`src/hw/rv_isa_pkg.sv`:
```
package rv_isa_pkg;

    // --------------------------------------------------
    // Field widths
    // --------------------------------------------------
    localparam int XLEN       = 32;
    localparam int REG_IDX_W  = 5;
    localparam int CSR_ADDR_W = 12;
    localparam int CAUSE_W    = 4;

    typedef logic [XLEN-1:0]       inst_t;
    typedef logic [XLEN-1:0]       addr_t;
    typedef logic [XLEN-1:0]       word_t;
    typedef logic [REG_IDX_W-1:0]  reg_idx_t;
    typedef logic [CSR_ADDR_W-1:0] csr_addr_t;
    typedef logic [CAUSE_W-1:0]    cause_t;

    // --------------------------------------------------
    // Major opcodes
    // --------------------------------------------------
    typedef enum logic [6:0] {
        OPC_LOAD     = 7'b0000011,
        OPC_MISC_MEM = 7'b0001111,
        OPC_OP_IMM   = 7'b0010011,
        OPC_AUIPC    = 7'b0010111,
        OPC_STORE    = 7'b0100011,
        OPC_OP       = 7'b0110011,
        OPC_LUI      = 7'b0110111,
        OPC_BRANCH   = 7'b1100011,
        OPC_JALR     = 7'b1100111,
        OPC_JAL      = 7'b1101111,
        OPC_SYSTEM   = 7'b1110011
    } opcode_e;

    // Arithmetic funct3
    localparam logic [2:0] F3_ADD  = 3'b000;
    localparam logic [2:0] F3_SLL  = 3'b001;
    localparam logic [2:0] F3_SLT  = 3'b010;
    localparam logic [2:0] F3_SLTU = 3'b011;
    localparam logic [2:0] F3_XOR  = 3'b100;
    localparam logic [2:0] F3_SR   = 3'b101;
    localparam logic [2:0] F3_OR   = 3'b110;
    localparam logic [2:0] F3_AND  = 3'b111;

    // Other families
    localparam logic [2:0] F3_JALR    = 3'b000;
    localparam logic [2:0] F3_FENCE   = 3'b000;
    localparam logic [2:0] F3_PRIV    = 3'b000;
    localparam logic [2:0] F3_CSR_RSV = 3'b100;

    localparam logic [6:0] FUNCT7_BASE = 7'b0000000;
    localparam logic [6:0] FUNCT7_ALT  = 7'b0100000;

    // Privileged funct12
    localparam logic [11:0] F12_ECALL  = 12'h000;
    localparam logic [11:0] F12_EBREAK = 12'h001;
    localparam logic [11:0] F12_MRET   = 12'h302;

    // Exception causes
    localparam cause_t CAUSE_ILLEGAL = 4'd2;
    localparam cause_t CAUSE_BREAK   = 4'd3;
    localparam cause_t CAUSE_ECALL   = 4'd11;

endpackage

```
`src/hw/decode_pkg.sv`:
```
package decode_pkg;

    import rv_isa_pkg::*;

    // --------------------------------------------------
    // Operation encoding
    // --------------------------------------------------
    typedef enum logic [3:0] {
        UNIT_NONE,
        UNIT_ALU,
        UNIT_BRANCH,
        UNIT_JUMP,
        UNIT_LOAD,
        UNIT_STORE,
        UNIT_CSR,
        UNIT_TRAP,
        UNIT_FENCE
    } unit_e;

    typedef enum logic [3:0] {
        ALU_ADD,
        ALU_SUB,
        ALU_SLL,
        ALU_SLT,
        ALU_SLTU,
        ALU_XOR,
        ALU_SRL,
        ALU_SRA,
        ALU_OR,
        ALU_AND,
        ALU_PASS_B
    } alu_fn_e;

    typedef struct packed {
        unit_e      unit;
        alu_fn_e    alu_fn;
        // First operand is the pc
        logic       use_pc;
        logic       use_imm;
        // Branch condition, memory size or CSR operation
        logic [2:0] funct3;
        logic       is_mret;
    } op_t;

    // --------------------------------------------------
    // Decoded bundle
    // --------------------------------------------------
    typedef struct packed {
        reg_idx_t rs1;
        reg_idx_t rs2;
        reg_idx_t rd;
        word_t    imm;
        op_t      op;
    } decoded_t;

    // Payload handed to execute
    typedef struct packed {
        addr_t     pc;
        decoded_t  dec;
        csr_addr_t csr_addr;
    } exec_t;

endpackage

```
`src/hw/alu_decoder.sv`:
```
`timescale 1ns/1ps

module alu_decoder
    import rv_isa_pkg::*;
    import decode_pkg::*;
(
    input  inst_t    inst,
    output decoded_t dec,
    output logic     illegal
);

    logic [2:0] funct3;
    logic [6:0] funct7;

    assign funct3 = inst[14:12];
    assign funct7 = inst[31:25];

    function automatic alu_fn_e alu_fn_of(input logic [2:0] f3, input logic alt);
        alu_fn_e fn;
        fn = ALU_ADD;
        case (f3)
            F3_ADD:  fn = alt ? ALU_SUB : ALU_ADD;
            F3_SLL:  fn = ALU_SLL;
            F3_SLT:  fn = ALU_SLT;
            F3_SLTU: fn = ALU_SLTU;
            F3_XOR:  fn = ALU_XOR;
            F3_SR:   fn = alt ? ALU_SRA : ALU_SRL;
            F3_OR:   fn = ALU_OR;
            F3_AND:  fn = ALU_AND;
        endcase
        return fn;
    endfunction

    always_comb begin
        dec            = '0;
        illegal        = 1'b0;
        dec.rd         = inst[11:7];
        dec.op.unit    = UNIT_ALU;
        case (opcode_e'(inst[6:0]))
            OPC_OP: begin
                dec.rs1       = inst[19:15];
                dec.rs2       = inst[24:20];
                dec.op.alu_fn = alu_fn_of(funct3, inst[30]);
                // Alternate funct7 only exists for sub and sra
                if (funct7 == FUNCT7_ALT)
                    illegal = (funct3 != F3_ADD) && (funct3 != F3_SR);
                else
                    illegal = (funct7 != FUNCT7_BASE);
            end
            OPC_OP_IMM: begin
                dec.rs1        = inst[19:15];
                dec.op.use_imm = 1'b1;
                dec.op.alu_fn  = alu_fn_of(funct3, (funct3 == F3_SR) && inst[30]);
                if (funct3 == F3_SLL || funct3 == F3_SR) begin
                    // Shift amount only
                    dec.imm = {27'b0, inst[24:20]};
                    if (funct3 == F3_SLL)
                        illegal = (funct7 != FUNCT7_BASE);
                    else
                        illegal = (funct7 != FUNCT7_BASE) && (funct7 != FUNCT7_ALT);
                end else begin
                    dec.imm = {{20{inst[31]}}, inst[31:20]};
                end
            end
            OPC_LUI: begin
                dec.imm        = {inst[31:12], 12'b0};
                dec.op.use_imm = 1'b1;
                dec.op.alu_fn  = ALU_PASS_B;
            end
            OPC_AUIPC: begin
                dec.imm        = {inst[31:12], 12'b0};
                dec.op.use_imm = 1'b1;
                dec.op.use_pc  = 1'b1;
                dec.op.alu_fn  = ALU_ADD;
            end
            default: illegal = 1'b1;
        endcase
    end

endmodule

```
`src/hw/flow_decoder.sv`:
```
`timescale 1ns/1ps

module flow_decoder
    import rv_isa_pkg::*;
    import decode_pkg::*;
(
    input  inst_t    inst,
    output decoded_t dec,
    output logic     illegal
);

    word_t      imm_i;
    word_t      imm_j;
    word_t      imm_b;
    logic [2:0] funct3;

    assign funct3 = inst[14:12];

    // --------------------------------------------------
    // Sign-extended offsets
    // --------------------------------------------------
    assign imm_i = {{20{inst[31]}}, inst[31:20]};
    assign imm_j = {{12{inst[31]}}, inst[19:12], inst[20], inst[30:21], 1'b0};
    assign imm_b = {{20{inst[31]}}, inst[7], inst[30:25], inst[11:8], 1'b0};

    always_comb begin
        dec     = '0;
        illegal = 1'b0;
        case (opcode_e'(inst[6:0]))
            OPC_JAL: begin
                // Link address goes to rd, target is pc + offset
                dec.rd         = inst[11:7];
                dec.imm        = imm_j;
                dec.op.unit    = UNIT_JUMP;
                dec.op.use_pc  = 1'b1;
                dec.op.use_imm = 1'b1;
                dec.op.alu_fn  = ALU_ADD;
            end
            OPC_JALR: begin
                dec.rd         = inst[11:7];
                dec.rs1        = inst[19:15];
                dec.imm        = imm_i;
                dec.op.unit    = UNIT_JUMP;
                dec.op.use_imm = 1'b1;
                dec.op.alu_fn  = ALU_ADD;
                illegal        = (funct3 != F3_JALR);
            end
            OPC_BRANCH: begin
                dec.rs1        = inst[19:15];
                dec.rs2        = inst[24:20];
                dec.imm        = imm_b;
                dec.op.unit    = UNIT_BRANCH;
                dec.op.alu_fn  = ALU_SUB;
                dec.op.funct3  = funct3;
                // No condition is encoded at 2 and 3
                illegal        = (funct3 == 3'd2) || (funct3 == 3'd3);
            end
            default: illegal = 1'b1;
        endcase
    end

endmodule

```
`src/hw/mem_decoder.sv`:
```
`timescale 1ns/1ps

module mem_decoder
    import rv_isa_pkg::*;
    import decode_pkg::*;
(
    input  inst_t    inst,
    output decoded_t dec,
    output logic     illegal
);

    logic [2:0] funct3;

    assign funct3 = inst[14:12];

    always_comb begin
        dec     = '0;
        illegal = 1'b0;
        case (opcode_e'(inst[6:0]))
            OPC_LOAD: begin
                dec.rd         = inst[11:7];
                dec.rs1        = inst[19:15];
                dec.imm        = {{20{inst[31]}}, inst[31:20]};
                dec.op.unit    = UNIT_LOAD;
                dec.op.use_imm = 1'b1;
                dec.op.alu_fn  = ALU_ADD;
                // Size in bits 1:0, unsigned flag in bit 2
                dec.op.funct3  = funct3;
                illegal        = (funct3 == 3'd3) || (funct3 == 3'd6) || (funct3 == 3'd7);
            end
            OPC_STORE: begin
                dec.rs1        = inst[19:15];
                dec.rs2        = inst[24:20];
                dec.imm        = {{20{inst[31]}}, inst[31:25], inst[11:7]};
                dec.op.unit    = UNIT_STORE;
                dec.op.use_imm = 1'b1;
                dec.op.alu_fn  = ALU_ADD;
                dec.op.funct3  = funct3;
                illegal        = (funct3 > 3'd2);
            end
            OPC_MISC_MEM: begin
                // Fence runs as a no-op
                dec.op.unit = UNIT_FENCE;
                illegal     = (funct3 != F3_FENCE);
            end
            default: illegal = 1'b1;
        endcase
    end

endmodule

```
`src/hw/system_decoder.sv`:
```
`timescale 1ns/1ps

module system_decoder
    import rv_isa_pkg::*;
    import decode_pkg::*;
(
    input  inst_t     inst,
    output decoded_t  dec,
    output csr_addr_t csr_addr,
    output logic      illegal,
    output logic      trap,
    output cause_t    cause,
    output logic      redirect
);

    logic [2:0]  funct3;
    logic [11:0] funct12;
    logic        regs_zero;

    assign funct3    = inst[14:12];
    assign funct12   = inst[31:20];
    assign regs_zero = (inst[19:15] == '0) && (inst[11:7] == '0);

    always_comb begin
        dec      = '0;
        csr_addr = '0;
        illegal  = 1'b0;
        trap     = 1'b0;
        cause    = '0;
        redirect = 1'b0;
        if (funct3 == F3_PRIV) begin
            // --------------------------------------------------
            // Privileged forms
            // --------------------------------------------------
            dec.op.unit = UNIT_TRAP;
            if (regs_zero && funct12 == F12_ECALL) begin
                trap     = 1'b1;
                cause    = CAUSE_ECALL;
                redirect = 1'b1;
            end else if (regs_zero && funct12 == F12_EBREAK) begin
                trap     = 1'b1;
                cause    = CAUSE_BREAK;
                redirect = 1'b1;
            end else if (regs_zero && funct12 == F12_MRET) begin
                dec.op.is_mret = 1'b1;
                redirect       = 1'b1;
            end else begin
                illegal = 1'b1;
                cause   = CAUSE_ILLEGAL;
            end
        end else if (funct3 == F3_CSR_RSV) begin
            illegal = 1'b1;
            cause   = CAUSE_ILLEGAL;
        end else begin
            // CSR access, bit 2 picks the zimm source
            dec.rd        = inst[11:7];
            dec.op.unit   = UNIT_CSR;
            dec.op.funct3 = funct3;
            csr_addr      = funct12;
            if (funct3[2]) begin
                dec.imm        = {27'b0, inst[19:15]};
                dec.op.use_imm = 1'b1;
            end else begin
                dec.rs1 = inst[19:15];
            end
        end
    end

endmodule

```
`src/hw/decode_stage.sv`:
```
`timescale 1ns/1ps

module decode_stage
    import rv_isa_pkg::*;
    import decode_pkg::*;
(
    input  logic   clock,
    input  logic   reset,
    input  logic   fetch_valid,
    input  inst_t  fetch_inst,
    input  addr_t  fetch_pc,
    output logic   fetch_ready,
    output logic   exec_valid,
    input  logic   exec_ready,
    output exec_t  exec,
    output logic   redirect,
    output logic   trap,
    output cause_t trap_cause
);

    inst_t     inst_q;
    addr_t     pc_q;
    logic      occupied;

    decoded_t  alu_dec, flow_dec, mem_dec, sys_dec, dec_sel;
    logic      alu_illegal, flow_illegal, mem_illegal, sys_illegal;
    logic      family_illegal;
    logic      is_system;
    csr_addr_t sys_csr_addr;
    logic      sys_trap;
    cause_t    sys_cause;
    logic      sys_redirect;

    // --------------------------------------------------
    // Strobes and instruction register
    // --------------------------------------------------
    assign exec_valid  = occupied;
    assign fetch_ready = ~occupied;

    always_ff @(posedge clock) begin
        if (reset) begin
            inst_q <= '0;
            pc_q   <= '0;
        end else if (fetch_valid && fetch_ready) begin
            inst_q <= fetch_inst;
            pc_q   <= fetch_pc;
        end
    end

    // One instruction held at a time
    always_ff @(posedge clock) begin
        if (reset)
            occupied <= 1'b0;
        else if (fetch_valid && fetch_ready)
            occupied <= 1'b1;
        else if (exec_valid && exec_ready)
            occupied <= 1'b0;
    end

    // --------------------------------------------------
    // Format decoders
    // --------------------------------------------------
    alu_decoder u_alu (.inst(inst_q), .dec(alu_dec), .illegal(alu_illegal));
    flow_decoder u_flow (.inst(inst_q), .dec(flow_dec), .illegal(flow_illegal));
    mem_decoder u_mem (.inst(inst_q), .dec(mem_dec), .illegal(mem_illegal));

    system_decoder u_sys (
        .inst     (inst_q),
        .dec      (sys_dec),
        .csr_addr (sys_csr_addr),
        .illegal  (sys_illegal),
        .trap     (sys_trap),
        .cause    (sys_cause),
        .redirect (sys_redirect)
    );

    always_comb begin
        dec_sel        = '0;
        family_illegal = 1'b0;
        is_system      = 1'b0;
        case (opcode_e'(inst_q[6:0]))
            OPC_OP, OPC_OP_IMM, OPC_LUI, OPC_AUIPC: begin
                dec_sel        = alu_dec;
                family_illegal = alu_illegal;
            end
            OPC_JAL, OPC_JALR, OPC_BRANCH: begin
                dec_sel        = flow_dec;
                family_illegal = flow_illegal;
            end
            OPC_LOAD, OPC_STORE, OPC_MISC_MEM: begin
                dec_sel        = mem_dec;
                family_illegal = mem_illegal;
            end
            OPC_SYSTEM: begin
                dec_sel        = sys_dec;
                family_illegal = sys_illegal;
                is_system      = 1'b1;
            end
            // Unknown opcode stays all zero
            default: family_illegal = 1'b1;
        endcase
    end

    assign exec = '{pc: pc_q, dec: dec_sel, csr_addr: is_system ? sys_csr_addr : '0};

    // --------------------------------------------------
    // Side outputs
    // --------------------------------------------------
    assign trap       = exec_valid && (family_illegal || (is_system && sys_trap));
    assign trap_cause = family_illegal ? CAUSE_ILLEGAL : (is_system ? sys_cause : '0);
    assign redirect   = exec_valid && (family_illegal || dec_sel.op.unit == UNIT_JUMP ||
                                       (is_system && sys_redirect));

    // Held instruction only leaves on a retire
    hold_until_ready: assert property (@(posedge clock) disable iff (reset)
        exec_valid && !exec_ready |=> exec_valid);

    stable_under_stall: assert property (@(posedge clock) disable iff (reset)
        exec_valid && !exec_ready |=> $stable(exec));

    trap_redirects: assert property (@(posedge clock) disable iff (reset)
        trap |-> redirect);

endmodule

```
`src/hw/riscv_decode_top.sv`:
```
`timescale 1ns/1ps

module riscv_decode_top
    import rv_isa_pkg::*;
    import decode_pkg::*;
(
    input  logic   clock,
    input  logic   reset,
    input  logic   fetch_valid,
    input  inst_t  fetch_inst,
    input  addr_t  fetch_pc,
    output logic   fetch_ready,
    output logic   exec_valid,
    input  logic   exec_ready,
    output exec_t  exec,
    output logic   redirect,
    output logic   trap,
    output cause_t trap_cause
);

    decode_stage u_decode (
        .clock       (clock),
        .reset       (reset),
        .fetch_valid (fetch_valid),
        .fetch_inst  (fetch_inst),
        .fetch_pc    (fetch_pc),
        .fetch_ready (fetch_ready),
        .exec_valid  (exec_valid),
        .exec_ready  (exec_ready),
        .exec        (exec),
        .redirect    (redirect),
        .trap        (trap),
        .trap_cause  (trap_cause)
    );

endmodule

```
`config.mk`:
```
export PLATFORM = sky130hd
export DESIGN_NAME = riscv_decode_top
export DESIGN_NICKNAME = d
export VERILOG_FILES = /design/src/hw/rv_isa_pkg.sv /design/src/hw/decode_pkg.sv /design/src/hw/alu_decoder.sv /design/src/hw/flow_decoder.sv /design/src/hw/mem_decoder.sv /design/src/hw/system_decoder.sv /design/src/hw/decode_stage.sv /design/src/hw/riscv_decode_top.sv
export SDC_FILE = /design/constraint.sdc
export NUM_CORES = 1
export LEC_CHECK = 0
export BUFFER_PORTS_ARGS = -buffer_cell sky130_fd_sc_hd__buf_2
export CAP_MARGIN = 20
export CORE_UTILIZATION = 46
export DETAILED_ROUTE_END_ITERATION = 10
export HOLD_SLACK_MARGIN = 0.06
export PLACE_DENSITY = 0.81
export SYNTH_ARGS = -nofsm -noshare
export SYNTH_HDL_FRONTEND = slang
export SYNTH_SLANG_ARGS = --single-unit
```
`constraint.sdc`:
```
create_clock -name clock -period 2.45 [get_ports clock]
set_clock_uncertainty 0.15 [all_clocks]
set_input_delay 0.245 -clock clock [delete_from_list [all_inputs] [get_ports clock]]
set_output_delay 0.245 -clock clock [all_outputs]
set_load 0.05 [all_outputs]
```
## Word-level counts from Yosys, hierarchy flattened

Cells that the tools add are included.

| word-level totals | value |
|---|---|
| register bits after elaboration | 65 |
| bits of input ports | 68 |
| output and inout bits | 113 |
| word-level logic and storage cells | 137 |

| operators by class | value |
|---|---|
| magnitude comparators | 1 |
| equal/unequal tests | 24 |
| muxes and demuxes | 72 |
| bitwise logic cells | 1 |
| reductions and logical operators | 36 |

Operators by type and width:

| operator | count |
|---|---|
| case mux 61 bit (4 select lines) | 1 |
| case mux 32 bit (2 select lines) | 2 |
| case mux 40 bit (3 select lines) | 1 |
| case mux 4 bit (8 select lines) | 2 |
| 2-to-1 mux 5 bit | 12 |
| 2-to-1 mux 41 bit | 1 |
| 2-to-1 mux 37 bit | 1 |
| 2-to-1 mux 12 bit | 3 |
| 2-to-1 mux 32 bit | 1 |
| 2-to-1 mux 4 bit | 8 |
| 2-to-1 mux 1 bit | 30 |
| == test 7 x 6 -> 1 bit (second input constant) | 4 |
| == test 7 bit (second input constant) | 4 |
| case mux 4 bit (3 select lines) | 2 |
| == test 7 x 5 -> 1 bit (second input constant) | 2 |
| logical AND 1 bit | 13 |
| == test 12 x 1 -> 1 bit (second input constant) | 1 |
| == test 12 x 10 -> 1 bit (second input constant) | 1 |
| == test 3 bit (second input constant) | 4 |
| zero test 12 bit | 1 |
| zero test 5 bit | 2 |
| OR reduction 2 bit | 5 |
| case mux 1 bit (3 select lines) | 3 |
| OR reduction 3 bit | 3 |
| other kinds (18) | 27 |

## Depth between registers and ports, before layout

| depth | value |
|---|---|
| depth in word-level cells | 12 |
| mapped depth | 8 |
| depth with buffers taken out | 5 |

## Hierarchy

A second synthesis with hierarchy kept.

| unflattened totals | value |
|---|---|
| cell total of the unflattened synthesis | 933 |
| area, all modules | 6366.1 µm² |

By module, submodules not included:

| module | times used | cells an instance | area an instance (µm²) | seq. area each (µm²) |
|---|---|---|---|---|
| decode_stage | 1 | 531 | 3717.3 | 1301.2 |
| alu_decoder | 1 | 124 | 728.2 | 0.0 |
| system_decoder | 1 | 99 | 723.2 | 0.0 |
| flow_decoder | 1 | 98 | 626.9 | 0.0 |
| mem_decoder | 1 | 81 | 570.5 | 0.0 |

## Worst setup path before layout

OpenSTA, ideal clock, no wires.

| timing path | value |
|---|---|
| kind | reg2out |
| from | register u_decode.inst_q[3] |
| to | output port trap_cause[0] |
| arrival | 2.329 ns |
| required time | 2.055 ns |
| path slack | -0.274 ns |
| stages on the path, launching flop included | 6 |
| buffers on the path | 1 |
| cells stage by stage | dfxtp_1 > buf_6 > and4bb_2 > nand3_4 > or3_4 > nor3_1 |

| on the way | value |
|---|---|
| word-level cells in the longest chain between the ends | 5 |
| elaborated cells between the ends (all ways) | 22 |
| classes of those cells | eq/ne (11); mux (7); reduce/logical (4) |

Ends and longest elaborated chain:

| element | RTL line | source |
|---|---|---|
| from (decl) | decode_stage.sv:21 | `inst_t inst_q;` |
| from (signal assigned) | decode_stage.sv:45 | `inst_q <= fetch_inst;` |
| == test 7 x 6 -> 1 bit or == test 7 x 5 -> 1 bit (tied branches) | alu_decoder.sv:39, decode_stage.sv:81 |  |
| OR reduction 2 bit (no source line) | - |  |
| case mux 1 bit (3 select lines) | alu_decoder.sv:39 | `case (opcode_e'(inst[6:0]))` |
| case mux 1 bit (4 select lines) | decode_stage.sv:81 | `case (opcode_e'(inst_q[6:0]))` |
| 2-to-1 mux 4 bit (*) | decode_stage.sv:110 | `assign trap_cause = family_illegal ? CAUSE_ILLEGAL : (is_system ? sys_cause : '0);` |
| to (decl) | riscv_decode_top.sv:18 | `output cause_t trap_cause` |

Mark *: on every way between the ends. The rest lies on a longest branch, timed or not.

## Worst setup path in the final report

| timing path | value |
|---|---|
| from | register u_decode.inst_q[3] |
| to | output port trap_cause[3] |

The elaborated chain is that of the path after synthesis.

==> results.ini <==
[detailed_routing]
dr.first_iter.drc_count=504
drc=0
avgRoutedWirePerCell_um=18.4
vias_per_cell=5.78
wl_um=16200
ant_nets=0
firstDrtPassIters=5
vias=5096

[timing]
grt_setup_unrepaired=true
timing.final.max_slew_violations=0
fin_ws_ps=-38.6
fmax_mhz=402
setup-violations-final=7
tightest_slew_ps=504
hold_viol=0
tns_ps=-160
final.min_clock_period_ps=2490
fin_crit_sh_pct=102
slew_headroom_pct=66.4

[cts]
cts_buffer_depth=2
clk_latency_ps=340
cts_root_buffer=clkbuf_8
numCtsBuffers=9
cts.sinks=65
clkTransAtPathRegs_ps=80
cts_tree=built
h-tree-depth=3

[placed_design]
placedInstanceArea_sq_um=4810
pre_cts_ws_ps=45.5
numPortBuffers=179
gp_congestion=0.950
dpl.hpwl_um=9280

[power_and_ir_drop]
p_total_mw=2.96
p_int_mw=2.00
vdd.ir_drop.worst_uv=491
p_per_area_nw_per_um2=478
power_switching_mw=0.964
power_frac_comb_pct=25.7
leakage_nw=2.94
swShare_pct=32.5
clkPwrFrac_pct=34.2
seqPwrFrac_pct=40.1

[global_routing]
use_met1_pct=42.1
grt-ovfl-total=0
grt_pass1_wl_um=24700
grt_antenna_before_repair=0
top_usage_layer=met2
use_met3_pct=8.88
first_global_vias=5013
use_met2_pct=66.4
grt_max_degree=45
track_usage_pct=38.2

[critical_path]
cp_top_family=simple AND/OR/NAND/NOR gates
path_max_fanout=5
crit_chain=and4bb_4, nand3_4, or3_4, nor4b_4, buf_6
critical_path_arrival_ps=2090
cp_slowest_cell=or3_4
r2r_start=u_decode.exec_valid
critPathBufInv=1
start_kind=register
crit_required_ps=2060
critical_path_class=register to primary output
cp-end-kind=primary output
critPathMaxStageDelay_ps=440
cp-startpoint=u_decode.inst_q[3]

[job]
maxCapViolations=0

[yosys]
synth_top_area_cell=dfxtp_1
syn_area_sq_um=3540
ys_ff_latch=65
synth_top_area_share_pct=36.7
syn_area_per_cell_sq_um=6.94
synth_area_leaders=dfxtp_1 (37%), nand2_1 (16%), a21oi_1 (12%)
synthCells=510
yosys_warnings=0
ys_types=51
ys_async_sr_fraction_pct=0
synth_ff_type=dfxtp_1
synth_edf_count=0
syn-num-nets=578
seq_area_frac_synth_pct=36.7

[worst_hold_path]
min_from=reset
hold_class=input port to register

[finish]
drive_above_1_share_pct=38.9
final_core_util_pct=84.5
nets=845
diodes=0
area_growth_pct=75.0
final_cell_mix=nand2_1 (148), buf_2 (130), a21oi_1 (78), dlygate4sd3_1 (66), dfxtp_1 (56)
final_cell_area_sq_um=6200
final_common_cell=nand2_1

[floorplanning]
die_h_um=89.7
dieArea_sq_um=8050
start_util_pct=48.3
io_pins=181
core_region_area_sq_um=7330
rows=31
die_w_um=89.7

[status]
outcome=finished with violations
violations=negative setup slack

-- registers in the layout, summed over array words and instances (netlist names) --
name                 flops
u_decode.inst_q         32
u_decode.pc_q           32
u_decode.exec_valid      1
-- power by group through the flow --
stage,Sequential (mW),Combinational [mW],Clock [mW]
floorplan,1.30,0.267,0
global placement,1.19,0.586,0
detailed placement,1.20,0.591,0
CTS,1.18,0.703,1.02
global route,1.19,0.798,1.06
finish,1.19,0.760,1.01
-- cell usage after synthesis (all sizes together) (3+ instances only) --
| master | number |
|---|---|
| nand2 | 153 |
| a21oi | 83 |
| dfxtp | 65 |
| nor2 | 24 |
| and2 | 22 |
| clkbuf | 22 |
| a21o | 19 |
| buf | 16 |
| nor2b | 15 |
| o21ai | 13 |
| nand3 | 12 |
| nor3 | 8 |
| inv | 6 |
| nor4 | 6 |
| a22oi | 4 |
| a31oi | 4 |
| or2 | 4 |
| a211o | 3 |
| o21a | 3 |
-- metrics by stage --
step | hold slack [ps] | std cells
global route | 244 | 881
global placement | 283 | 794
detailed placement | 294 | 794
floorplan | 194 | 510
finish | 232 | 881
CTS | 213 | 881
-- final timing paths --
| check | cells past startpoint | endpoint | slack, ps |
|---|---|---|---|
| min reg2reg | 2 | u_decode.pc_q[29] | 310 |
| min | 2 | u_decode.inst_q[13] | 230 |
| max reg2reg | 5 | u_decode.pc_q[26] | 550 |
| max | 5 | trap_cause[3] | -40 |
-- area by class of cell --
cell class                 count  area [sq um]
clock buffer                  10           128
multi-input combinational    401          2290
tap                           99           124
timing repair buffer         294          2220
clock inverter                 6          92.6
sequential                    65          1320
fill                         417          1130
inverter                       6          26.3
-- logic make-up (layout without fill, tap and decap cells) --
group / after synthesis / after routing / synth area share [%]
compound gates: 141 / 141 / 23.5
xor+xnor: 1 / 1 / 0.247
buf+inv: 44 / 316 / 5.44
flops: 65 / 65 / 36.7
other cells: 1 / 1 / 0.106
simple gates: 258 / 258 / 33.9
-- timing repair --
action	CTS	global route
gates resized for setup	82	75
setup buffers	4	0
endpoints found under the hold margin	65	0
hold buffers	66	0
setup endpoints to repair	49	56
cloned	1	0
pin swaps	9	2
-- metal layers --
| layer | vias to the layer above | routed length, um |
|---|---|---|
| met3 | 83 | 1350 |
| met2 | 362 | 7980 |
| li1 | 2261 | - |
| met4 | 0 | 822 |
| met5 | - | 0 |
| met1 | 2390 | 6090 |
(Power assumes the default switching activity.)
